==> src/cpuPkg.sv <==
package cpuPkg;

	typedef enum logic [3:0] {
		ADD = 4'h0, // saturating add
		SUB = 4'h1, // saturating subtract
		XOR = 4'h2,
		SLL = 4'h4, // shifts take imm4 as amount
		SRA = 4'h5,
		ROR = 4'h6,
		LW  = 4'h8, // rd <- mem[rs + sext(imm4)]
		SW  = 4'h9, // mem[rs + sext(imm4)] <- rd
		LLB = 4'hA, // low byte of rd <- imm8
		LHB = 4'hB, // high byte of rd <- imm8
		B   = 4'hC, // pc relative, conditional
		BR  = 4'hD, // target in rs, conditional
		PCS = 4'hE, // rd <- pc + 2
		HLT = 4'hF
	} opcodeE; // 3 and 7 are unused, treated as nop

	typedef union packed {
		struct packed {
			opcodeE     opcode;
			logic [3:0] rd;
			logic [3:0] rs;
			logic [3:0] rt; // also imm4 for shifts and memory ops
		} rFmt;
		struct packed {
			opcodeE     opcode;
			logic [3:0] rd;
			logic [7:0] imm8; // llb/lhb byte
		} iFmt;
		struct packed {
			opcodeE     opcode;
			logic [2:0] ccc; // branch condition
			logic [8:0] imm9; // word offset for B
		} bFmt;
	} instrU;

	typedef struct packed {
		logic z;
		logic v;
		logic n;
	} flagsT;

	typedef struct packed {
		logic [3:0]  srcA; // first read port
		logic [3:0]  srcB; // second read port, also store / merge source
		logic [3:0]  dst;
		logic        regWrite;
		logic        memRead;
		logic        memWrite;
		logic        byteLoad; // llb or lhb
		logic        loadHigh; // lhb when byteLoad set
		logic        useImm; // alu opB from imm
		logic        branch;
		logic        branchReg;
		logic        link; // pcs
		logic        halt;
		logic        setZ;
		logic        setVN;
		opcodeE      aluOp;
		logic [15:0] imm;
		logic [2:0]  ccc;
	} ctrlT;

	typedef struct packed {
		ctrlT        ctrl;
		logic [15:0] aluResult; // also the data address
		logic [15:0] storeData; // sw data or old rd for byte merge
		logic [15:0] linkPc;
		logic        valid;
	} exWbT;

endpackage

==> src/controlUnit.sv <==
`timescale 1ns/1ps
module controlUnit import cpuPkg::*; (
	input  instrU instr,
	output ctrlT  ctrl
);

	always_comb begin
		ctrl = '0; // unlisted opcodes fall out as nop
		ctrl.srcA = instr.rFmt.rs;
		ctrl.srcB = instr.rFmt.rt;
		ctrl.dst = instr.rFmt.rd;
		ctrl.aluOp = instr.rFmt.opcode;
		ctrl.ccc = instr.bFmt.ccc;
		case (instr.rFmt.opcode)
			ADD, SUB: begin
				ctrl.regWrite = 1'b1;
				ctrl.setZ = 1'b1;
				ctrl.setVN = 1'b1; // only arithmetic touches v and n
			end
			XOR: begin
				ctrl.regWrite = 1'b1;
				ctrl.setZ = 1'b1;
			end
			SLL, SRA, ROR: begin
				ctrl.regWrite = 1'b1;
				ctrl.setZ = 1'b1;
				ctrl.imm = {12'h000, instr.rFmt.rt}; // shift amount
			end
			LW, SW: begin
				ctrl.aluOp = ADD; // address adder
				ctrl.useImm = 1'b1;
				ctrl.imm = {{12{instr.rFmt.rt[3]}}, instr.rFmt.rt};
				ctrl.regWrite = (instr.rFmt.opcode == LW);
				ctrl.memRead = (instr.rFmt.opcode == LW);
				ctrl.memWrite = (instr.rFmt.opcode == SW);
				ctrl.srcB = instr.rFmt.rd; // store data comes from rd
			end
			LLB, LHB: begin
				ctrl.regWrite = 1'b1;
				ctrl.byteLoad = 1'b1;
				ctrl.loadHigh = (instr.iFmt.opcode == LHB);
				ctrl.srcB = instr.iFmt.rd; // old value to merge into
				ctrl.imm = {8'h00, instr.iFmt.imm8};
			end
			B: begin
				ctrl.branch = 1'b1;
				ctrl.imm = {{6{instr.bFmt.imm9[8]}}, instr.bFmt.imm9, 1'b0}; // byte offset
			end
			BR: begin
				ctrl.branchReg = 1'b1; // target read through srcA
			end
			PCS: begin
				ctrl.regWrite = 1'b1;
				ctrl.link = 1'b1;
			end
			HLT: begin
				ctrl.halt = 1'b1;
			end
			default: begin
				ctrl.aluOp = ADD; // nop
			end
		endcase
		if (ctrl.dst == 4'd0)
			ctrl.regWrite = 1'b0; // r0 is hardwired, drop the write
	end

endmodule

==> config.mk <==
export PLATFORM = sky130hd
export DESIGN_NAME = controlUnit
export DESIGN_NICKNAME = d
export VERILOG_FILES = /design/src/cpuPkg.sv /design/src/controlUnit.sv
export SDC_FILE = /design/constraint.sdc
export NUM_CORES = 1
export LEC_CHECK = 0
export BUFFER_PORTS_ARGS = -buffer_cell sky130_fd_sc_hd__buf_2
export CAP_MARGIN = 5
export CORE_MARGIN = 5
export CORE_UTILIZATION = 39
export DETAILED_ROUTE_END_ITERATION = 8
export GPL_TIMING_DRIVEN = 0
export PLACE_DENSITY_LB_ADDON = 0.3
export SLEW_MARGIN = 20
export SYNTH_ARGS = -nofsm -noshare
export SYNTH_HDL_FRONTEND = slang
export SYNTH_SLANG_ARGS = --single-unit
==> constraint.sdc <==
create_clock -name vclk -period 2.7
set_input_delay 0.135 -clock vclk [all_inputs]
set_output_delay 0.135 -clock vclk [all_outputs]
set_load 0.02 [all_outputs]
# --- Yosys cells after proc, flatten, opt, wreduce, memory -nomap -nowiden ---
# Index checks and enable logic that the tools add are counted.
op_classes:
  n_reduce_logical: 10
  n_eq_ne: 13
  muxes: 14
ops:
  columns: ["cell", "n"]
  rows:
  - ["one-hot mux 16 bit (4 select lines)", 1]
  - ["== test 4 bit, second input constant", 8]
  - ["== test 4 x 3 -> 1 bit, second input constant", 3]
  - ["OR reduction 12 bit", 1]
  - ["OR reduction 9 bit", 1]
  - ["logical NOT 4 bit", 2]
  - ["2-to-1 mux 1 bit", 8]
  - ["2-to-1 mux 4 bit", 2]
  - ["OR reduction 2 bit", 3]
  - ["OR reduction 6 bit", 1]
  - ["== test 4 x 1 -> 1 bit, second input constant", 1]
  - ["== test 4 x 2 -> 1 bit, second input constant", 1]
  - ["2-to-1 mux 2 bit", 2]
  - ["OR reduction 4 bit", 1]
  - ["OR reduction 3 bit", 1]
  - ["one-hot mux 1 bit (2 select lines)", 1]
totals:
  reg_bits: 0
  input_bits: 16
  wordCells: 37

# --- Depth between registers and ports, before layout ---
depth:
  word_depth: 4
  depth_mapped: 5

# --- Least setup slack after synthesis ---
# Ideal clock, no wire load.
synth_timing:
  path_type: "input -> output"
  startpoint: "input port instr[15] (netlist name)"
  endpoint: "output port ctrl[13] (netlist name)"
  cell_stages: 5
  t_arrival_ns: 1.283
  required_time_ns: 2.565
  slack_ns: 1.282
  path_cell_list: "buf_6 nand2_2 nor3_4 o2bb2ai_1 buf_4"
synth_rtl:
  columns: ["item", "line_no", "rtl"]
  rows:
  - ["from (decl)", "controlUnit.sv:3", "input instrU instr,"]
  - ["to (decl)", "controlUnit.sv:4", "output ctrlT ctrl"]

==> results_dict.tcl <==
set metrics [dict create \
    io_buffers 62 \
    critPathMaxFanout 10 \
    ctsResizeCount 0 \
    ioPinCount 63 \
    max_freq_ghz 0.709 \
    die_area_um2 2340 \
    dieWidth_um 48.4 \
    leakage_nw 0.538 \
    worst_pin_slew_ns 0.421 \
    synth_top_area_share_pct 26.1 \
    peakVddDrop_mv 0.107 \
    setup_viol 0 \
    grt_overflow 0 \
    core_um2 1350 \
    instances_no_fill 162 \
    hpwl_mm 1.56 \
    yosys-top-cells-area "buf_4, mux2_1, o2bb2ai_1" \
    drt_wl_total_mm 1.82 \
    cap_viol_max_count 0 \
    vias 785 \
    synthToLayoutAreaGrowth_pct 57.2 \
    ctsHoldBuffers 0 \
    fin_crit_sh_pct 52.3 \
    nFlopsAndLatches 0 \
    wire_per_inst_um 11.2 \
    antenna_found_initial 0 \
    drive_gt1_share_pct 61.2 \
    syn_area_um2 576 \
    end_kind "output port" \
    yosysTopAreaCell "buf_4" \
    drv_slew 0 \
    postCtsSetupRepairBufs 0 \
    netlist_instances 85 \
    syn-num-nets 101 \
    ys_seq_area_share_pct 0 \
    num_antenna_cells 0 \
    firstDrtPassIters 4 \
    grt_busiest_layer "met2" \
    final_cell_mix "buf_2, buf_4, nor2_1" \
    avgSynthCellArea_um2 6.77 \
    startpoint_type "input pin" \
    grt_pass1_vias 701 \
    powerDensity_nw_per_um2 199 \
    viasPerCell 4.85 \
    cp.required_ns 2.57 \
    finish.instance_area_um2 905 \
    drt_iter0_drc 12 \
    grt_max_degree 11 \
    tns_ns 0 \
    dp.cells 162 \
    gr-usage-met1_pct 17.5 \
    min_path_type "input pin to output port" \
    floorplan.initialDensity_pct 42.6 \
    register_area_um2 0 \
    rsz0062_at_grt "no" \
    nClkBuffers 0 \
    drtAntennaViolNets 0 \
    criticalPathCategory "input pin to output port" \
    use_met2_pct 26.5 \
    ys_types 27 \
    period_minus_slack_ns 1.41 \
    hold_viol_final 0 \
    grtUsageMet3_pct 2.14 \
    rows 13 \
    ys_warn_count 0 \
    grt_usage_pct 14.1 \
    max-slew-margin-rel_pct 71.9 \
    grt_pass1_wl_mm 2.99 \
    final_common_cell "buf_2" \
    worstPathArrival_ns 1.28 \
    die_y_um 48.4 \
    place_area_um2 905 \
    gp_congestion 0.719 \
    drc_errors 0 \
    status "finished, final reports clean" \
    nets 165 \
    fillerInstances 132 \
]
## cells in the mapped netlist, drive strengths merged (2+ instances only)
master,count
a21boi,3
a21oi,6
a31oi,3
buf,23
inv,2
mux2,4
nand2,5
nand2b,2
nand3,3
nor2,10
nor2b,4
nor3,4
o21ai,5
o2bb2ai,5
## critical path, stage by stage
cell	delay (ns)
buf_2	0.13
nand2b_4	0.17
buf_6	0.15
o2bb2ai_1	0.36
buf_4	0.18
buf_2	0.15
## cell type report
class	count	area [um^2]	share of cell area, %
inverters	2	7.51	0.830
repair buffers	62	310	34.3
multi-input cells	60	384	42.5
plain buffers	23	184	20.3
well taps	15	18.8	2.07
## final timing paths
path | from | end | slack, ns | cells after the start
worst max-delay path | instr[14] | ctrl[16] | 1.29 | 6
worst min-delay path | instr[15] | ctrl[24] | 0.58 | 3
## power breakdown
part           total [mW]  switching (mW)  internal, mW  leakage [nW]
logic               0.180           0.107        0.0732         0.538
clock network           0               0             0             0
registers               0               0             0             0
total               0.180           0.107        0.0732         0.538
## metrics by stage
step,utilization [%],power [mW],setup WS (ns),hold slack [ns]
6_report,67.0,0.180,1.29,0.583
5_1_grt,67.0,0.195,1.18,0.606
4_1_cts,67.0,0.182,1.27,0.585
3_5_place_dp,67.0,0.181,1.28,0.585
3_3_place_gp,67.0,0.179,1.31,0.579
2_1_floorplan,-,0.121,1.28,0.317
## per-layer routing
metal	up-vias	part of all wire, %
met5	-	0
met4	0	0
met3	0	8.9
met2	38	47
met1	341	44
li1	406	-
## cells by family (layout without fill, tap and decap cells)
group / count (synthesis) / in the layout / synth area share (%)
buffers and inverters: 25 / 87 / 33.3
muxes: 4 / 4 / 7.83
AOI/OAI and AO/OA: 24 / 24 / 27.6
and+or+nand+nor: 32 / 32 / 31.3
(Power assumes the default switching activity.)
