===== src/cpuPkg.sv =====
package cpuPkg;

	typedef enum logic [3:0] {
		ADD = 4'h0, // saturating add
		SUB = 4'h1, // saturating subtract
		XOR = 4'h2,
		SLL = 4'h4, // shifts take imm4 as amount
		SRA = 4'h5,
		ROR = 4'h6,
		LW  = 4'h8, // rd <- mem[rs + sext(imm4)]
		SW  = 4'h9, // mem[rs + sext(imm4)] <- rd
		LLB = 4'hA, // low byte of rd <- imm8
		LHB = 4'hB, // high byte of rd <- imm8
		B   = 4'hC, // pc relative, conditional
		BR  = 4'hD, // target in rs, conditional
		PCS = 4'hE, // rd <- pc + 2
		HLT = 4'hF
	} opcodeE; // 3 and 7 are unused, treated as nop

	typedef union packed {
		struct packed {
			opcodeE     opcode;
			logic [3:0] rd;
			logic [3:0] rs;
			logic [3:0] rt; // also imm4 for shifts and memory ops
		} rFmt;
		struct packed {
			opcodeE     opcode;
			logic [3:0] rd;
			logic [7:0] imm8; // llb/lhb byte
		} iFmt;
		struct packed {
			opcodeE     opcode;
			logic [2:0] ccc; // branch condition
			logic [8:0] imm9; // word offset for B
		} bFmt;
	} instrU;

	typedef struct packed {
		logic z;
		logic v;
		logic n;
	} flagsT;

	typedef struct packed {
		logic [3:0]  srcA; // first read port
		logic [3:0]  srcB; // second read port, also store / merge source
		logic [3:0]  dst;
		logic        regWrite;
		logic        memRead;
		logic        memWrite;
		logic        byteLoad; // llb or lhb
		logic        loadHigh; // lhb when byteLoad set
		logic        useImm; // alu opB from imm
		logic        branch;
		logic        branchReg;
		logic        link; // pcs
		logic        halt;
		logic        setZ;
		logic        setVN;
		opcodeE      aluOp;
		logic [15:0] imm;
		logic [2:0]  ccc;
	} ctrlT;

	typedef struct packed {
		ctrlT        ctrl;
		logic [15:0] aluResult; // also the data address
		logic [15:0] storeData; // sw data or old rd for byte merge
		logic [15:0] linkPc;
		logic        valid;
	} exWbT;

endpackage


===== src/aluCore.sv =====
`timescale 1ns/1ps
module aluCore import cpuPkg::*; (
	input  logic [15:0] opA,
	input  logic [15:0] opB,
	input  opcodeE      op,
	input  logic [3:0]  shamt,
	output logic [15:0] result,
	output flagsT       flags
);

	logic [15:0] sum;
	logic [15:0] diff;
	logic        addOvf;
	logic        subOvf;
	logic [31:0] rotWide;

	// clamp toward the sign of opA
	function automatic logic [15:0] satVal(input logic neg);
		satVal = neg ? 16'h8000 : 16'h7fff;
	endfunction

	assign sum = opA + opB;
	assign diff = opA - opB;
	assign addOvf = (opA[15] == opB[15]) && (sum[15] != opA[15]); // like signs, sign flips
	assign subOvf = (opA[15] != opB[15]) && (diff[15] != opA[15]);
	assign rotWide = {opA, opA} >> shamt; // low half is the rotate

	always_comb begin
		result = '0;
		flags.v = 1'b0;
		case (op)
			ADD: begin
				result = addOvf ? satVal(opA[15]) : sum;
				flags.v = addOvf;
			end
			SUB: begin
				result = subOvf ? satVal(opA[15]) : diff;
				flags.v = subOvf;
			end
			XOR: begin
				result = opA ^ opB;
			end
			SLL: begin
				result = opA << shamt;
			end
			SRA: begin
				result = $signed(opA) >>> shamt; // keeps sign
			end
			ROR: begin
				result = rotWide[15:0];
			end
			default: begin
				result = '0; // non alu ops
			end
		endcase
		flags.z = (result == 16'h0000);
		flags.n = result[15];
	end

endmodule


===== config.mk =====
export PLATFORM = sky130hd
export DESIGN_NAME = aluCore
export DESIGN_NICKNAME = d
export VERILOG_FILES = /design/src/cpuPkg.sv /design/src/aluCore.sv
export SDC_FILE = /design/constraint.sdc
export NUM_CORES = 1
export LEC_CHECK = 0
export ABC_AREA = 0
export BUFFER_PORTS_ARGS = -buffer_cell sky130_fd_sc_hd__clkbuf_2
export CAP_MARGIN = 5
export CORE_MARGIN = 5
export CORE_UTILIZATION = 42
export DETAILED_ROUTE_END_ITERATION = 6
export PLACE_DENSITY_LB_ADDON = 0.12
export SETUP_SLACK_MARGIN = 0.4
export SLEW_MARGIN = 25
export SYNTH_ARGS = -nofsm -noshare
export SYNTH_HDL_FRONTEND = slang
export SYNTH_SLANG_ARGS = --single-unit

===== constraint.sdc =====
create_clock -name vclk -period 5.3
set_clock_uncertainty 0.1 [all_clocks]
set_input_delay 0.265 -clock vclk [all_inputs]
set_output_delay 0.265 -clock vclk [all_outputs]
set_load 0.05 [all_outputs]

# Word-level counts from Yosys, hierarchy flattened
# Cells that the tools add are included.
# Widths: inputs -> output; s select.
word_totals:
  n_memories: 0
  ram_bits: 0
  word_cells: 24
  romBits: 0
  latch_bits: 0
  input_bits: 40
  regBits: 0
  out_inout_bits: 19
classes:
  bitwise: 1
  n_shift: 3
  n_mux: 5
  n_eq_ne: 9
  mul: 0
  magnitude_cmp: 0
  div: 0
  add_sub_neg: 2
  n_reduce_logical: 4
op_table:
  columns: ["cell", "count"]
  rows:
  - ["$pmux 16 s6", 1]
  - ["$mux 16", 3]
  - ["$shr 32x4->16", 1]
  - ["$add 16x16->16", 1]
  - ["$logic_not 16->1", 1]
  - ["$shl 16x4->16", 1]
  - ["$sshr 16x4->16", 1]
  - ["$sub 16x16->16", 1]
  - ["$xor 16x16->16", 1]
  - ["$eq 4x3->1 const B", 3]
  - ["$eq 4x1->1 const B", 1]
  - ["$eq 4x2->1 const B", 1]
  - ["$logic_not 4->1", 1]
  - ["$ne 1x1->1", 3]
  - ["$logic_and 1x1->1", 2]
  - ["$pmux 1 s2", 1]
  - ["$eq 1x1->1", 1]

# Depth between registers and ports, before layout
# Gate-level depths: netlist of run 1.
logic_depth:
  ltp_word: 6
  mapped_depth: 23
  mapped_depth_nobuf: 21

# Least setup slack after synthesis of run 1
# Ideal clock, no wire load.
synth_timing:
  path_kind: "input to output"
  from: "input opA[0]"
  to: "output flags[2] (netlist name)"
  stages: 23
  required_ns: 4.935
  t_arrival_ns: 5.556
  n_path_buf: 2
  setup_slack_ns: -0.621
  path_cell_list: "clkbuf_1 -> inv_1 -> ha_1 -> nor2b_1 -> a221oi_1 -> a221oi_1 -> nor2_1 -> o31ai_1 -> a31oi_1 -> o21bai_1 -> a21oi_1 -> fa_1 -> nand3b_1 -> and2_1 -> clkbuf_1 -> nand2_1 -> a21oi_1 -> a31oi_1 -> nor4b_1 -> o2111ai_1 -> nor4_2 -> nand4bb_1 -> nor4_2"
synth_lines:
  columns: ["item", "line_no", "rtl"]
  rows:
  - ["start, declared", "aluCore.sv:3", "input logic [15:0] opA,"]
  - ["end, declared", "aluCore.sv:8", "output flagsT flags"]

==> metrics.md, run 1 <==
| Metric | Value |
|---|---|
| Outcome | `finished, violations left` |
| Pin count of the biggest net entering global routing | `39` |
| Highest-delay cell along the critical path | `sky130_fd_sc_hd__or4b_4` |
| Final routed wirelength across all metal layers | `17,300 um` |
| Overall power after layout | `0.000597 W` |
| RSZ-0062 raised after global routing | `yes` |
| Synth-to-Final Area Change | `17.2%` |
| Category of the worst setup path launch point | `input port` |
| Violation count after the first detailed-routing iteration | `664` |
| Boundary Pins | `59` |
| Standby leakage power | `2.18 nW` |
| Routability cong. | `0.981` |
| Final hold viol count | `0` |
| Ant diodes | `0` |
| Count of maximum capacitance violations | `0` |
| Layer with the highest usage | `met2` |
| Number of vias per cell after detailed routing | `6.36` |
| Cell taking the most area after synthesis | `sky130_fd_sc_hd__mux2i_1` |
| Placeable core region | `0.00973 mm2` |
| Met3 GRT Util | `4.82%` |
| Hold Buf Count CTS | `0` |
| Period utilization | `96.8%` |
| Minimum clock period after layout | `5.13 ns` |
| Crit path capture type | `output pin` |
| Cell count after placement | `774` |
| Die outline area | `0.0120 mm2` |
| Final standard cell utilization of the core | `50.3%` |
| Final setup fails | `0` |
| Post-Place Cell Area | `0.00479 mm2` |
| Synth area leaders | `sky130_fd_sc_hd__mux2i_1 (9.1%), sky130_fd_sc_hd__ha_1 (9.0%), sky130_fd_sc_hd__mux4_2 (8.1%)` |
| Number of sequential cells | `0` |
| Worst EP arrival | `4.76 ns` |
| Violations in the final reports | `DRC` |
| Synthesis Warnings | `0` |
| Die Span X | `110 um` |
| Vert. Die Dim | `110 um` |
| Delay contributed by the slowest stage of the critical path | `0.51 ns` |
| Commonest non-fill, non-tap cells in the layout | `sky130_fd_sc_hd__clkbuf_2 (57), sky130_fd_sc_hd__nor2_1 (56), sky130_fd_sc_hd__nand2_1 (54)` |
| Sequential cell area fraction in the yosys report | `0%` |
| Layout cells sized above 1 | `26.9%` |
| Cell area after technology mapping | `0.00418 mm2` |
| Syn_nets | `661` |
| Required time of the critical path | `4.93 ns` |
| Final slew viol count | `0` |
| Final antenna-violating net count | `0` |
| Met1 track utilization from global routing | `40.6%` |
| Max transition margin | `48.9%` |
| Routing usage on met2 | `43.1%` |
| DR pass1 iterations | `7` |
| Antenna violations before repair | `0` |
| Total power divided by cell area | `122 mW/mm2` |
| Global route total overflow | `0` |
| Post-route cell area | `0.00490 mm2` |
| Least-Margin Pin Slew | `0.756 ns` |
| Crit Path Class | `in -> out` |
| Accumulated negative setup slack | `0 ns` |
| Min-Delay Path Depth | `5` |
| Wire length of the first global-routing pass | `26,400 um` |
| Distinct cells, synth | `73` |
| Post-detailed-route wirelength per cell | `22.2 um` |
| Clock buf count | `0` |
| Most common cell after layout, fill and taps aside | `sky130_fd_sc_hd__clkbuf_2` |
| Std-Cell Rows | `36` |
| Highest ir drop seen on vdd | `0.0000660 V` |
| Worst path cell trace | `clkbuf_16 > inv_12 > ha_4 > nor2b_4 > a221oi_2 > a221oi_2 > nor2_2 > o31ai_4 > a31oi_1 > o21bai_1 > a21oi_2 > fa_1 > nand3b_1 > nor2b_4 > a21oi_1 > a21oi_1 > o21ai_1 > a211o_2 > or4b_4 > nor4_2 > nand4bb_1 > nor4_2 > bufbuf_16` |
| Nets@finish | `721` |
| Count of buffers from port buffering | `59` |
| F_max | `0.195 GHz` |
| Number of non-filler instances in the completed layout | `779` |
| Syn Area/Cell | `7.11 um2` |
| Crit Path Max Fanout | `3` |
| # DRC | `7` |
| Number of global-route vias before repair | `4,622` |
| Worst min-delay path class | `in -> out` |
| Synthesized instance count | `588` |
| Sequential cell area in the final layout | `0 um2` |
| Fraction of synthesized cell area taken by the top area cell type | `9.10%` |
| Initial core utilization | `43.0%` |
| Vias | `4,951` |
| Overall Global Routing Usage | `28.6%` |
| Post-detailed-placement half-perimeter wirelength | `14,000 um` |
## through the flow
stage,hold slack [ns],worst slack (ns)
5_1_grt,1.10,-0.0621
3_3_place_gp,1.06,-0.0699
3_5_place_dp,1.03,-0.109
2_1_floorplan,0.832,-0.239
4_1_cts,1.03,0.216
6_report,1.04,0.172
## report_power, final
part | internal [W] | switching (W) | total (W)
registers | 0 | 0 | 0
clock network | 0 | 0 | 0
logic | 0.000226 | 0.000371 | 0.000597
total | 0.000226 | 0.000371 | 0.000597
## worst paths after layout
kind / to / from / slack (ns)
worst min-delay path: flags[1] / op[2] / 1.04
worst max-delay path: flags[2] / opB[2] / 0.17
## cell families (layout without fill, tap and decap cells)
family | after synthesis | in the layout | synth area share, %
adder cells (fa/ha/maj) | 33 | 33 | 10.4
AND/OR/NAND/NOR | 189 | 189 | 22.8
buffers and inverters | 81 | 139 | 8.83
XOR/XNOR | 19 | 19 | 3.98
multiplexers | 72 | 72 | 22.3
AO/OA/AOI/OAI | 194 | 194 | 31.7
## cell usage after synthesis (4+ instances only)
cell                       instances
sky130_fd_sc_hd__a21o_1            8
sky130_fd_sc_hd__o21a_1            6
sky130_fd_sc_hd__buf_2            13
sky130_fd_sc_hd__or2_2             5
sky130_fd_sc_hd__mux2i_1          38
sky130_fd_sc_hd__a221oi_1          8
sky130_fd_sc_hd__a21boi_0          4
sky130_fd_sc_hd__o21bai_1          6
sky130_fd_sc_hd__xnor2_1          15
sky130_fd_sc_hd__buf_4             5
sky130_fd_sc_hd__a21oi_1          45
sky130_fd_sc_hd__nand3_1          14
sky130_fd_sc_hd__a31oi_1          11
sky130_fd_sc_hd__nor3_1           13
sky130_fd_sc_hd__buf_6             4
sky130_fd_sc_hd__o211ai_1          9
sky130_fd_sc_hd__and2_1            4
sky130_fd_sc_hd__mux4_2           15
sky130_fd_sc_hd__a211o_1           5
sky130_fd_sc_hd__nor2_1           57
sky130_fd_sc_hd__inv_1            33
sky130_fd_sc_hd__a211oi_1         13
sky130_fd_sc_hd__o221ai_1          6
sky130_fd_sc_hd__nand2b_1          4
sky130_fd_sc_hd__xor2_1            4
sky130_fd_sc_hd__nand2_1          54
sky130_fd_sc_hd__mux2_2           17
sky130_fd_sc_hd__nor2b_1          14
sky130_fd_sc_hd__ha_1             30
sky130_fd_sc_hd__o21ai_0          42
sky130_fd_sc_hd__clkbuf_1         21
## final cells by class
type,count,area [um2]
fill,1003,4830
multi-input combinational,507,3910
timing repair buffer,104,681
tap,133,166
inverter,35,144
## worst max-delay path: cells and delay by family
family	cells	cell delay, ns
compound gates	10	1.58
fa+ha+maj	2	0.76
buf+inv	3	0.46
simple gates	8	1.68
## what timing repair did
item / CTS / global route
pin swaps: 12 / 3
endpoints found under the setup margin: 1 / 1
resized for setup: 7 / 4
setup buffers: 3 / 2
## layer usage
metal	share of wire, %	up-vias
met5	0	-
met4	4.5	0
li1	-	2316
met2	43	279
met3	9.7	36
met1	43	2320
Power figures use the tool's default switching activity.
==> run 2, diff against run 1 <==
ABC_AREA = 1   (was 0)
==> metrics.md, run 2 <==
| Metric | Value |
|---|---|
| Outcome | `completed` |
| Vert. Die Dim | `112 um` |
| Sequential cell area in the final layout | `0 um2` |
| Overall power after layout | `0.000560 W` |
| Commonest non-fill, non-tap cells in the layout | `sky130_fd_sc_hd__nand2_1 (358), sky130_fd_sc_hd__nand3_1 (170), sky130_fd_sc_hd__inv_1 (111)` |
| Final slew viol count | `0` |
| Cell area after technology mapping | `0.00441 mm2` |
| Multi-input gate area | `0.00366 mm2` |
| Final worst setup slack | `0.802 ns` |
| Most common cell after layout, fill and taps aside | `sky130_fd_sc_hd__nand2_1` |
| Distinct cells, synth | `38` |
| Max transition margin | `35.8%` |
| Sequential cell area fraction in the yosys report | `0%` |
| Pin count of the biggest net entering global routing | `37` |
| Post-CTS Resized | `0` |
| Wire length of the first global-routing pass | `27,600 um` |
| Global route total overflow | `0` |
| Pre-CTS worst setup slack | `0.859 ns` |
| Layout filler cell count | `1,285` |
| Hold Buf Count CTS | `0` |
| Vias | `5,888` |
| Category of the worst setup path launch point | `input port` |
| # DRC | `0` |
| Highest ir drop seen on vdd | `0.0000593 V` |
| Clock buf count | `0` |
| Post-detailed-route wirelength per cell | `16.1 um` |
| Count of maximum capacitance violations | `0` |
| Buffers inserted during post-CTS setup optimization | `0` |
| Synth area leaders | `sky130_fd_sc_hd__nand2_1 (31%), sky130_fd_sc_hd__nand3_1 (19%), sky130_fd_sc_hd__inv_1 (9.5%)` |
| Boundary Pins | `59` |
| Crit Path Class | `in -> out` |
| Standby leakage power | `2.97 nW` |
| Violation count after the first detailed-routing iteration | `644` |
| Ant diodes | `0` |
| Std-Cell Rows | `37` |
| Placeable core region | `0.0103 mm2` |
| Final antenna-violating net count | `0` |
| Crit path capture type | `output pin` |
| Number of global-route vias before repair | `5,360` |
| Accumulated negative setup slack | `0 ns` |
| Nets@finish | `1,024` |
| Final routed wirelength across all metal layers | `17,400 um` |
| RSZ-0062 raised after global routing | `no` |
| DR pass1 iterations | `7` |
| Initial core utilization | `42.9%` |
| Syn_nets | `999` |
| Most common library cells after synthesis | `sky130_fd_sc_hd__nand2_1 (358), sky130_fd_sc_hd__nand3_1 (170), sky130_fd_sc_hd__inv_1 (111)` |
| Overall Global Routing Usage | `26.5%` |
| Post-detailed-placement half-perimeter wirelength | `14,500 um` |
| Required time of the critical path | `4.93 ns` |
| Final hold viol count | `0` |
| Synthesis Warnings | `0` |
| Synthesized instance count | `926` |
| Routability cong. | `0.989` |
| Number of vias per cell after detailed routing | `5.43` |
| Worst EP arrival | `4.13 ns` |
| Die outline area | `0.0126 mm2` |
| Synth-to-Final Area Change | `5.31%` |
| Fraction of synthesized cell area taken by the top area cell type | `30.5%` |
| Final standard cell utilization of the core | `45.1%` |
| Number of non-filler instances in the completed layout | `1,085` |
| Most common cell in the netlist | `sky130_fd_sc_hd__nand2_1` |
| Die Span X | `112 um` |
| Worst min-delay path class | `in -> out` |
| Number of sequential cells | `0` |
| Least-Margin Pin Slew | `0.963 ns` |
| Final setup fails | `0` |
| Cell count after placement | `1,085` |
| Syn Area/Cell | `4.76 um2` |
| Count of buffers from port buffering | `59` |
| Layout cells sized above 1 | `10.4%` |
| Period utilization | `84.9%` |
| Minimum clock period after layout | `4.50 ns` |
| Crit Path Max Fanout | `10` |
| Cell taking the most area after synthesis | `sky130_fd_sc_hd__nand2_1` |
| Total power divided by cell area | `121 mW/mm2` |
| Antenna violations before repair | `0` |
| F_max | `0.222 GHz` |
## run 2: changes by cell type after synthesis, moves of 11 or more
cell	before	now
sky130_fd_sc_hd__nand2_1	54	358
sky130_fd_sc_hd__nand3_1	14	170
sky130_fd_sc_hd__inv_1	33	111
sky130_fd_sc_hd__mux2i_1	38	0
sky130_fd_sc_hd__nor2_1	57	87
sky130_fd_sc_hd__o21ai_0	42	14
sky130_fd_sc_hd__mux2_2	17	0
sky130_fd_sc_hd__mux4_2	15	0
sky130_fd_sc_hd__xnor2_1	15	0
sky130_fd_sc_hd__clkbuf_1	21	7
sky130_fd_sc_hd__nor2b_1	14	0
sky130_fd_sc_hd__a211oi_1	13	1
sky130_fd_sc_hd__a31oi_1	11	0
## run 2: worst max-delay path: stages
cell and delay [ns]:
sky130_fd_sc_hd__clkbuf_2 0.15, sky130_fd_sc_hd__ha_1 0.56, sky130_fd_sc_hd__nand2_1 0.18, sky130_fd_sc_hd__nor2_1 0.18, sky130_fd_sc_hd__and2_1 0.14, sky130_fd_sc_hd__nand2_1 0.06, sky130_fd_sc_hd__nand2_1 0.07, sky130_fd_sc_hd__nand2_1 0.06
sky130_fd_sc_hd__nand2_1 0.06, sky130_fd_sc_hd__a21oi_1 0.08, sky130_fd_sc_hd__fa_1 0.53, sky130_fd_sc_hd__nand3_1 0.10, sky130_fd_sc_hd__nand3_2 0.19, sky130_fd_sc_hd__inv_2 0.13, sky130_fd_sc_hd__nand2_1 0.18, sky130_fd_sc_hd__o221ai_1 0.16
sky130_fd_sc_hd__nor2_1 0.14, sky130_fd_sc_hd__nand3_1 0.12, sky130_fd_sc_hd__a21oi_1 0.20, sky130_fd_sc_hd__nand2_1 0.08, sky130_fd_sc_hd__nor2_1 0.09, sky130_fd_sc_hd__nand2_1 0.06, sky130_fd_sc_hd__nor2_1 0.09, sky130_fd_sc_hd__clkbuf_2 0.28
## run 2: final cells by class
class	instances	area share, %
inverters	124	10.2
multi-input cells	761	78.9
repair buffers	64	7.17
well taps	136	3.67
## run 2: stage by stage
stage	hold slack [ns]	area [um2]
after detailed placement	1.06	4640
after floorplan	0.855	4410
after global routing	1.10	4640
final	1.07	4640
after CTS	1.06	4640
after global placement	1.07	4640
## run 2: kinds of logic (layout without fill, tap and decap cells)
group	count (synthesis)	count (layout)	share of synthesized area, %
simple gates	655	655	63.7
buf+inv	165	188	16.9
compound gates	66	66	8.09
fa+ha+maj	33	33	9.88
xor+xnor	7	7	1.39
## run 2: path summary, 6_finish.rpt
| check | startpoint | to | slack [ns] | cells past startpoint |
|---|---|---|---|---|
| worst max-delay path | opA[5] | flags[2] | 0.80 | 24 |
| worst min-delay path | op[2] | flags[1] | 1.07 | 5 |
## run 2: power by group
part           internal, W  switching (W)  total, W
Clock                    0              0         0
Sequential               0              0         0
Combinational     0.000160       0.000400  0.000560
## run 2: layer usage
| layer | wire length (um) | global-route usage, % | share of wire, % | up-vias |
|---|---|---|---|---|
| met3 | 1450 | 2.53 | 8.3 | 35 |
| met1 | 7860 | 37.7 | 45 | 2610 |
| met5 | 0 | 0 | 0 | - |
| met2 | 7480 | 42.4 | 43 | 275 |
| met4 | 642 | 7.77 | 3.7 | 0 |
| li1 | - | - | - | 2968 |
