**config.mk**
```make
export PLATFORM = sky130hd
export DESIGN_NAME = regFile
export DESIGN_NICKNAME = d
export VERILOG_FILES = /design/src/regFile.sv
export SDC_FILE = /design/constraint.sdc
export NUM_CORES = 1
export LEC_CHECK = 0
export ABC_CLOCK_PERIOD_IN_PS = 7700
export CORE_UTILIZATION = 56
export CTS_CLUSTER_DIAMETER = 60
export DETAILED_ROUTE_END_ITERATION = 8
export DONT_BUFFER_PORTS = 1
export MAX_ROUTING_LAYER = met4
export PLACE_DENSITY = 0.68
export SLEW_MARGIN = 20
export SYNTH_ARGS = -nofsm -noshare
export SYNTH_HDL_FRONTEND = slang
export SYNTH_SLANG_ARGS = --single-unit
```
**constraint.sdc**
```tcl
create_clock -name clk -period 7.7 [get_ports clk]
set_clock_uncertainty 0.15 [all_clocks]
set_input_delay 1.155 -clock clk [delete_from_list [all_inputs] [get_ports clk]]
set_output_delay 1.155 -clock clk [all_outputs]
set_load 0.01 [all_outputs]
```
**src/regFile.sv**
```systemverilog
`timescale 1ns/1ps
module regFile (
	input  logic        clk,
	input  logic        rstN,
	input  logic [3:0]  srcA,
	input  logic [3:0]  srcB,
	input  logic [3:0]  dst,
	input  logic        writeEn,
	input  logic [15:0] writeData,
	output logic [15:0] dataA,
	output logic [15:0] dataB
);

	logic [15:0] regs [16];

	always_ff @(posedge clk) begin
		if (!rstN) begin
			for (int i = 0; i < 16; i++)
				regs[i] <= '0;
		end else if (writeEn && dst != 4'd0) begin
			regs[dst] <= writeData; // r0 never written
		end
	end

	// read ports see a write landing this cycle
	always_comb begin
		if (srcA == 4'd0)
			dataA = '0;
		else if (writeEn && dst == srcA)
			dataA = writeData; // bypass
		else
			dataA = regs[srcA];
	end

	always_comb begin
		if (srcB == 4'd0)
			dataB = '0;
		else if (writeEn && dst == srcB)
			dataB = writeData; // bypass
		else
			dataB = regs[srcB];
	end

endmodule

```
# After elaboration in Yosys (flattened, before gate mapping)
# Memories as Yosys holds them, arrays and structs flattened.
# Cells that the tools add are included.
dict set report classes {
  muxes 11
  n_reduce_logical 7
  eq_ne 2
}
# cell n
set op_table {}
lappend op_table {{16-bit two-way mux} 5}
lappend op_table {{16-bit OR reduction} 1}
lappend op_table {{4-bit equality test} 2}
lappend op_table {{4-bit logical NOT} 2}
lappend op_table {{1-bit two-way mux} 5}
lappend op_table {{4-bit two-way mux} 1}
lappend op_table {{4-bit nonzero test} 1}
lappend op_table {{1-bit logical AND} 3}
dict set report word_totals {
  inputBits 31
  out_inout_bits 32
  wordCells 21
  memories 1
  mem_bits_rw 256
  reg_bits 0
}
# name depth width rd rd_clocked_by_memory_dff write_ports line
set mem_list {}
lappend mem_list {regs 16 16 2 0 16 14} ;# logic [15:0] regs [16];

# Depth between registers and ports, before layout
# Gate-level depths: netlist (run 1).
dict set report depth {
  depth_word 7
  ltp_mapped 8
  ltp_nobuf 4
}

# Worst setup path after synthesis (run 1)
# OpenSTA, ideal clock, no wires.
dict set report synth_timing {
  path_kind {input-to-output}
  start {input srcA[1]}
  end {output dataA[10]}
  t_arrival_ns 2.429
  cell_stages 7
  slack_ns 3.966
  path_buffers 3
  required_time_ns 6.395
  cell_sequence {buf_6 or3b_1 clkbuf_2 buf_2 o22ai_1 a211oi_1 a31oi_1}
}
dict set report synth_between {
  elab_chain_cells 4
  word_cells_on_any_way 6
  classes_between {eq/ne: 1; mux: 2; reduce/logical: 2; memory: 1}
}
# item line
set synth_rtl {}
lappend synth_rtl {{start: declaration} 5} ;# input logic [3:0] srcA,
lappend synth_rtl {{parallel branches: the longest is 3 deep, another holds memory 16 x 16 bit} -}
lappend synth_rtl {{16-bit two-way mux (*)} 27} ;# if (srcA == 4'd0)
lappend synth_rtl {{end: declaration} 10} ;# output logic [15:0] dataA,
# Every way passes the cells marked *.

# Worst setup path after layout (run 1)
dict set report layout_timing {
  start {input srcA[0]}
  end {output dataA[13]}
}
# Same word-level chain as after synthesis.

==> results of run 1 <==
[cell usage in the layout, fill, tap and decap left out, types with 3 or more instances in the layout]
cell type   instances
clkinvlp_4          3
a211oi_1           32
mux2i_1           128
o21ai_1             9
nand3_1            30
bufinv_16           3
nor2_1              5
mux4_2             64
clkbuf_16          31
clkinv_2            9
nor4_2              3
o22ai_1            64
nor2_2              4
xnor2_1             8
nand2b_1            7
buf_4              16
o31ai_1            32
and2_1            240
nand2_1             4
or2_1               4
a31oi_1            30
or3b_1              4
conb_1             16
edfxtp_1          256
clkinv_1            6
[where the power goes]
| part | switching (mW) | internal [mW] |
|---|---|---|
| Clock | 0.589 | 0.834 |
| Sequential | 0.0390 | 1.62 |
| Combinational | 0.186 | 0.140 |
[metal layers]
layer | part of all wire | vias to the layer above | wire length, um | global-route usage
met5 | 0 | - | 0 | -
met3 | 0.083 | 74 | 3186 | 0.06121
met1 | 0.41 | 4514 | 15700 | 0.4188
met2 | 0.47 | 422 | 18240 | 0.4796
li1 | - | 3950 | - | -
met4 | 0.036 | 0 | 1389 | 0.1012
[metrics by stage]
stage	util	area (um2)	hold WS (ns)	total power, mW	instances
final	0.6189	15180	0.6378	3.407	1356
after global routing	0.6189	15180	0.6334	3.486	1356
after CTS	0.6183	15170	0.6321	3.406	1356
after detailed placement	0.5778	14180	1.208	2.005	1300
after global placement	0.5777	14170	1.205	1.998	1300
after floorplan	-	14200	1.203	1.956	1064
[final timing paths]
kind	start	end	slack [ns]
max	srcA[0]	dataA[13]	3.35
min	writeData[0]	regs[1][0]	0.64
[cell families (layout without fill, tap and decap cells)]
kind of cell,count (synthesis),count (layout),share of synthesized area
other,1,16,0.0002651
buffers and inverters,105,73,0.03945
AO/OA/AOI/OAI,169,169,0.07943
multiplexers,194,194,0.1941
flip-flops,256,256,0.5434
XOR/XNOR,8,8,0.004953
AND/OR/NAND/NOR,316,316,0.1384
[cell type report]
class / count / area (um2) / area share
Sequential cell: 256 / 7687 / 0.5063
Clock inverter: 25 / 217.7 / 0.01434
Timing Repair Buffer: 16 / 120.1 / 0.007911
Tap cell: 324 / 405.4 / 0.02670
Inverter: 1 / 3.754 / 0.0002472
Clock buffer: 31 / 775.7 / 0.05109
Multi-Input combinational cell: 703 / 5973 / 0.3934
==> flow_metrics.env, run 1 <==
export IMPL_outcome="finished, final reports clean"
export IMPL_timing_final_ws_setup_ns=3.351
export IMPL_syn2layout_area_growth_pct=7.332
export IMPL_ir_worst_vdd_mv=0.1843
export IMPL_vias_per_cell=6.608
export IMPL_grt_overflow_total=0
export IMPL_clk_path_buf_depth=3
export IMPL_avgSynthCellArea_um2=13.49
export IMPL_critPathMaxStageDelay_ns=0.71
export IMPL_max_flop_register="regs"
export IMPL_power_density_nw_per_um2=224.4
export IMPL_yosysMostFrequentCell="edfxtp_1"
export IMPL_cts_tree="yes"
export IMPL_largest_register_ffs=256
export IMPL_holdCritPathClass="input port to flop"
export IMPL_die_area_um2=25900
export IMPL_cp_depth=4
export IMPL_drt_first_iter_violations=1188
export IMPL_synth_top_cell_by_area="edfxtp_1"
export IMPL_synth_top_area_frac=0.5434
export IMPL_gp_congestion=0.9781
export IMPL_firstDrtPassIters=5
export IMPL_finalSetupTns_ns=0
export IMPL_postCtsHoldBufs=0
export IMPL_synth_common_cells="edfxtp_1 (256), and2_1 (240), mux2i_1 (128)"
export IMPL_num_vias=8960
export IMPL_ys_seq_area_frac=0.5434
export IMPL_drt_total_wl_um=38520
export IMPL_synth_edf_count=256
export IMPL_ios=63
export IMPL_start_util=0.5766
export IMPL_max_freq_ghz=0.2299
export IMPL_drive_gt1_frac=0.1386
export IMPL_cts_buffers=31
export IMPL_nets=1040
export IMPL_post_cts_setup_buffers=0
export IMPL_cp_arrival_ns=3.04
export IMPL_nFillCells=1869
export IMPL_hold_path_depth=1
export IMPL_dp_slack_ns=3.497
export IMPL_track_usage=0.3118
export IMPL_critPathTopFamily="compound AO/OA/AOI/OAI gates"
export IMPL_worstPathMaxFanout=66
export IMPL_h_tree_depth=1
export IMPL_grt_max_degree=67
export IMPL_async_flop_share=0
export IMPL_core_area_um2=24530
export IMPL_path_class="input port to output pin"
export IMPL_cts_root_buf="clkbuf_16"
export IMPL_hpwl_um=25140
export IMPL_die_w_um=160.9
export IMPL_ys_warn_count=0
export IMPL_clkSinkCount=256
export IMPL_grt_setup_unrepaired="false"
export IMPL_maxCapViolCount=0
export IMPL_ant_nets=0
export IMPL_io_buffers=0
export IMPL_p_leak_nw=5.356
export IMPL_wl_per_cell_um=28.40
export IMPL_ctsResizeCount=0
export IMPL_period_share=0.5649
export IMPL_cp_buffers_inverters=0
export IMPL_hold_violations=0
export IMPL_layout_min_cycle_time_ns=4.349
export IMPL_reg_top3="regs: 256 flops"
export IMPL_worst_pin_slew_ns=1.149
export IMPL_slew_headroom=0.2311
export IMPL_ys_seq_elements=256
export IMPL_antenna_found_initial=0
export IMPL_cp_end_kind="output pin"
export IMPL_ys_types=36
export IMPL_synth_area_leaders="edfxtp_1 (54%), and2_1 (11%), mux4_2 (10%)"
export IMPL_drc_errors=0
export IMPL_crit_chain="or3_1 > o22ai_1 > a211oi_1 > a31oi_1"
export IMPL_grt_pass1_vias=8801
export IMPL_synthCells=1049
export IMPL_cp_slowest_cell="or3_1"
export IMPL_setup_viol=0
export IMPL_diodes=0
export IMPL_grt_pass1_wl_um=57050
export IMPL_startpoint_type="input port"
export IMPL_synth_top_flop_cell="edfxtp_1"
export IMPL_die_h_um=160.9
export IMPL_final_max_slew_viol_count=0
export IMPL_core_rowCount=57
export IMPL_crit_required_ns=6.39
export IMPL_netlist_area_um2=14150
export IMPL_path_clk_slew_ns=0.06
Power figures use the tool's default switching activity.
==> run 2: changes to the inputs <==
--- a/config.mk
+++ b/config.mk
@@ -5,7 +5,7 @@
 export SDC_FILE = /design/constraint.sdc
 export NUM_CORES = 1
 export LEC_CHECK = 0
-export ABC_CLOCK_PERIOD_IN_PS = 7700
+export ABC_CLOCK_PERIOD_IN_PS = 4100
 export CORE_UTILIZATION = 56
 export CTS_CLUSTER_DIAMETER = 60
 export DETAILED_ROUTE_END_ITERATION = 8
==> constraint.sdc (replaced) <==
create_clock -name clk -period 4.1 [get_ports clk]
set_clock_uncertainty 0.15 [all_clocks]
set_input_delay 0.615 -clock clk [delete_from_list [all_inputs] [get_ports clk]]
set_output_delay 0.615 -clock clk [all_outputs]
set_load 0.01 [all_outputs]
==> run 2 against run 1 <==
Cell count about the same. Core utilization shrank 0.25 points. Sequential power rose by 87%. Critical endpoint is now dataB[5]. Largest cell class unchanged. Largest power group unchanged.
==> flow_metrics.env, run 2 (synthesis results as in run 1) <==
export IMPL_post_cts_setup_buffers=0
export IMPL_h_tree_depth=1
export IMPL_cp_arrival_ns=2.49
export IMPL_dp_slack_ns=0.9339
export IMPL_grt_pass1_vias=8710
export IMPL_gp_congestion=0.9270
export IMPL_vias_per_cell=6.686
export IMPL_maxCapViolCount=0
export IMPL_grt_setup_unrepaired="false"
export IMPL_antenna_found_initial=0
export IMPL_postCtsHoldBufs=0
export IMPL_core_rowCount=57
export IMPL_drt_total_wl_um=38760
export IMPL_grt_pass1_wl_um=56900
export IMPL_crit_required_ns=3.34
export IMPL_slew_headroom=0.2660
export IMPL_drt_first_iter_violations=1028
export IMPL_cp_end_kind="output pin"
export IMPL_ir_worst_vdd_mv=0.3483
export IMPL_final_max_slew_viol_count=0
export IMPL_max_freq_ghz=0.3077
export IMPL_holdCritPathClass="input port to flop"
export IMPL_drc_errors=0
export IMPL_startpoint_type="input port"
export IMPL_die_h_um=160.9
export IMPL_path_class="input port to output pin"
export IMPL_nets=1042
export IMPL_hpwl_um=25410
export IMPL_setup_viol=0
export IMPL_ant_nets=0
export IMPL_cts_root_buf="clkbuf_16"
export IMPL_grt_overflow_total=0
export IMPL_grtUsageMet1=0.4279
export IMPL_p_leak_nw=5.325
export IMPL_cts_buffers=28
export IMPL_ctsResizeCount=0
export IMPL_crit_chain="or3_1 > or2_1 > o31ai_1 > a31oi_1"
export IMPL_worst_pin_slew_ns=1.097
export IMPL_drive_gt1_frac=0.1309
export IMPL_timing_final_ws_setup_ns=0.8496
export IMPL_cp_buffers_inverters=0
export IMPL_io_buffers=0
export IMPL_worstPathMaxFanout=66
export IMPL_grt_use_met2=0.4916
export IMPL_grt_busiest_layer="met2"
export IMPL_max_flop_register="regs"
export IMPL_diodes=0
export IMPL_path_clk_slew_ns=0.06
export IMPL_grt_max_degree=67
export IMPL_mostFrequentLayoutCell="edfxtp_1"
export IMPL_critPathTopFamily="simple AND/OR/NAND/NOR gates"
export IMPL_clkSinkCount=256
export IMPL_largest_register_ffs=256
export IMPL_period_share=0.7928
export IMPL_power_density_nw_per_um2=411.5
export IMPL_firstDrtPassIters=7
export IMPL_start_util=0.5766
export IMPL_clk_path_buf_depth=3
export IMPL_use_met3=0.04545
export IMPL_die_area_um2=25900
export IMPL_critPathMaxStageDelay_ns=0.62
export IMPL_cp_slowest_cell="or2_1"
export IMPL_outcome="finished, final reports clean"
export IMPL_wl_per_cell_um=28.60
export IMPL_die_w_um=160.9
export IMPL_core_area_um2=24530
export IMPL_finalSetupTns_ns=0
export IMPL_num_vias=9059
export IMPL_hold_worst_slack_ns=0.1163
export IMPL_ios=63
export IMPL_layout_min_cycle_time_ns=3.250
export IMPL_hold_violations=0
export IMPL_layout_common_cells="edfxtp_1 (256), and2_1 (240), mux2i_1 (128)"
export IMPL_track_usage=0.3107
export IMPL_reg_top3="regs: 256 flops"
export IMPL_syn2layout_area_growth_pct=6.899
export IMPL_fin_util=0.6164
export IMPL_cts_tree="yes"
## run 2: changes by cell type in the layout (fill, tap and decap cells not counted), sizes merged
| cell | change |
|---|---|
| clkbuf | +3 |
| clkinvlp | -2 |
| inv | -1 |
| buf | +5 |
| clkinv | -6 |
## run 2: final cells by class
class,count,area [um2]
Tap cell,324,405.4
Sequential cell,256,7687
Clock inverter,16,153.9
Timing Repair Buffer,21,157.7
Clock buffer,34,744.5
Inverter,1,3.754
Multi-Input combinational cell,703,5969
Fill cell,1910,9412
## run 2: where the power goes
part           internal, mW  leakage [nW]  total, mW  switching (mW)
combinational         0.265          2.45      0.614           0.349
sequential             3.04          2.45       3.11          0.0731
clock                  1.47         0.432       2.50            1.03
## run 2: metal layers
metal  routed length (um)  up-vias
li1                     -     3958
met1                16330     4622
met2                18540      419
met3                 2996       60
met4                  892        0
met5                    0        -
## run 2: final timing paths
kind / from / endpoint / slack [ns] / cells past startpoint
min: writeData[2] / regs[10][2] / 0.12 / 1
max: srcB[0] / dataB[5] / 0.85 / 4
## run 2: through the flow
| stage | power [mW] | instance area, um2 | cells |
|---|---|---|---|
| 6_report | 6.223 | 15120 | 1355 |
| 5_1_grt | 6.390 | 15120 | 1355 |
| 4_1_cts | 6.235 | 15110 | 1355 |
| 3_5_place_dp | 3.771 | 14210 | 1305 |
| 3_3_place_gp | 3.753 | 14210 | 1305 |
| 2_1_floorplan | 3.674 | 14200 | 1064 |
==> run 3: changes to the inputs <==
--- a/config.mk
+++ b/config.mk
@@ -5,13 +5,13 @@
 export SDC_FILE = /design/constraint.sdc
 export NUM_CORES = 1
 export LEC_CHECK = 0
-export ABC_CLOCK_PERIOD_IN_PS = 4100
+export ABC_CLOCK_PERIOD_IN_PS = 2700
 export CORE_UTILIZATION = 56
 export CTS_CLUSTER_DIAMETER = 60
 export DETAILED_ROUTE_END_ITERATION = 8
 export DONT_BUFFER_PORTS = 1
 export MAX_ROUTING_LAYER = met4
-export PLACE_DENSITY = 0.68
+export PLACE_DENSITY = 0.71
 export SLEW_MARGIN = 20
 export SYNTH_ARGS = -nofsm -noshare
 export SYNTH_HDL_FRONTEND = slang
==> constraint.sdc (replaced) <==
create_clock -name clk -period 2.7 [get_ports clk]
set_clock_uncertainty 0.15 [all_clocks]
set_input_delay 0.405 -clock clk [delete_from_list [all_inputs] [get_ports clk]]
set_output_delay 0.405 -clock clk [all_outputs]
set_load 0.01 [all_outputs]
==> run 3 against run 2 <==
The flow now finishes with violations (negative setup slack). Critical path depth rose by 1. Worst setup slack got worse by 0.90 ns. Core utilization rose by 2.1 points. Total power rose by 54%.
==> flow_metrics.env, run 3 (synthesis results as in run 1) <==
export IMPL_outcome="complete, but fails checks"
export IMPL_violations="negative setup slack"
export IMPL_grt_setup_unrepaired="true"
export IMPL_seqPwrFrac=0.494
export IMPL_maxCapViolCount=0
export IMPL_grt_overflow_total=0
export IMPL_cp_buffers_inverters=2
export IMPL_wl_per_cell_um=27.31
export IMPL_worst_pin_slew_ns=0.7958
export IMPL_cts_root_buf="clkbuf_16"
export IMPL_slew_headroom=0.4689
export IMPL_grt_pass1_wl_um=57820
export IMPL_timing_final_ws_setup_ns=-0.04548
export IMPL_period_share=1.017
export IMPL_cts_tree="yes"
export IMPL_cp_slowest_cell="mux4_2"
export IMPL_max_freq_ghz=0.3642
export IMPL_dp_slack_ns=0.05723
export IMPL_clkPwrFrac=0.390
export IMPL_layout_min_cycle_time_ns=2.745
export IMPL_fin_util=0.6377
export IMPL_crit_required_ns=2.14
export IMPL_ios=63
export IMPL_ir_worst_vdd_mv=0.5163
export IMPL_path_class="flop to output pin"
export IMPL_antenna_found_initial=0
export IMPL_diodes=0
export IMPL_final_max_slew_viol_count=0
export IMPL_vias_per_cell=6.606
export IMPL_pwr_share_comb=0.116
export IMPL_drc_errors=0
export IMPL_die_h_um=160.9
export IMPL_cts_buffers=27
export IMPL_grt_max_degree=67
export IMPL_largest_register_ffs=256
export IMPL_syn2layout_area_growth_pct=10.60
export IMPL_place_area_um2=14520
export IMPL_hold_violations=0
export IMPL_max_flop_register="regs"
export IMPL_cp_end_kind="output pin"
export IMPL_io_buffers=0
export IMPL_internal_power_mw=7.322
export IMPL_drt_first_iter_violations=1160
export IMPL_start_util=0.5766
export IMPL_finalInstanceArea_um2=15650
export IMPL_critPathTopFamily="multiplexers"
export IMPL_hpwl_um=25440
export IMPL_mostFrequentLayoutCell="edfxtp_1"
export IMPL_firstDrtPassIters=5
export IMPL_critPathMaxStageDelay_ns=0.54
export IMPL_core_rowCount=57
export IMPL_path_clk_slew_ns=0.06
export IMPL_grt_pass1_vias=8844
export IMPL_p_leak_nw=5.600
export IMPL_power_density_nw_per_um2=611.3
export IMPL_cp_arrival_ns=2.19
export IMPL_startpoint_type="flop"
export IMPL_die_area_um2=25900
export IMPL_layout_common_cells="edfxtp_1 (256), and2_1 (240), mux2i_1 (127)"
export IMPL_p_switching_mw=2.242
export IMPL_reg_top3="regs: 256 flops"
export IMPL_drt_total_wl_um=38540
export IMPL_worstPathMaxFanout=2
export IMPL_clk_path_buf_depth=3
export IMPL_num_vias=9321
export IMPL_crit_chain="mux4_2 > a211oi_2 > a31oi_1 > buf_4 > buf_6"
export IMPL_swShare=0.2344
export IMPL_holdCritPathClass="input port to flop"
export IMPL_drive_gt1_frac=0.1720
export IMPL_setup_viol=2
export IMPL_finalSetupTns_ns=-0.08050
export IMPL_core_area_um2=24530
export IMPL_post_cts_setup_buffers=0
export IMPL_nets=1099
export IMPL_h_tree_depth=1
export IMPL_track_usage=0.3119
export IMPL_gp_congestion=0.9135
export IMPL_die_w_um=160.9
export IMPL_ant_nets=0
export IMPL_hold_worst_slack_ns=0.09137
export IMPL_clkSinkCount=256
## run 3: layout make-up
class / count / area (um2)
clock inverters: 14 / 167.7
inverters: 1 / 3.754
clock buffers: 34 / 701.9
flip-flops and latches: 256 / 7687
multi-input cells: 703 / 6036
repair buffers: 79 / 643.1
fillers: 1831 / 8889
well taps: 324 / 405.4
## run 3: routing by layer
metal / global-route usage / vias to the layer above / wire length (um)
met5: - / - / 0
met4: 0.08533 / 0 / 1068
met3: 0.03796 / 77 / 3244
met2: 0.4734 / 436 / 17890
met1: 0.4471 / 4735 / 16340
li1: - / 4073 / -
## run 3: repair_timing
action / 4_1_cts / 5_1_grt
gates resized for setup: 4 / 14
hold buffers: 17 / 0
endpoints found under the hold margin: 242 / 0
endpoints found under the setup margin: 3 / 11
pin swaps: 3 / 5
## run 3: stage by stage
stage          power [mW]  cells
2_1_floorplan       5.579   1064
3_3_place_gp        5.779   1346
3_5_place_dp        5.798   1346
4_1_cts             9.555   1411
5_1_grt             9.827   1411
6_report            9.564   1411
## run 3: worst paths after layout
| path | from | to | slack [ns] | cells after the start |
|---|---|---|---|---|
| worst max-delay path | regs[13][5] | dataB[5] | -0.05 | 5 |
| worst min-delay path | rstN | regs[8][2] | 0.09 | 1 |
## run 3: power groups by stage
| stage | clock network, mW | logic (mW) | registers (mW) |
|---|---|---|---|
| after floorplan | 0 | 0.811 | 4.77 |
| after global placement | 0 | 0.992 | 4.79 |
| after detailed placement | 0 | 0.990 | 4.81 |
| after CTS | 3.76 | 1.07 | 4.72 |
| after global routing | 3.92 | 1.15 | 4.75 |
| final | 3.73 | 1.11 | 4.73 |
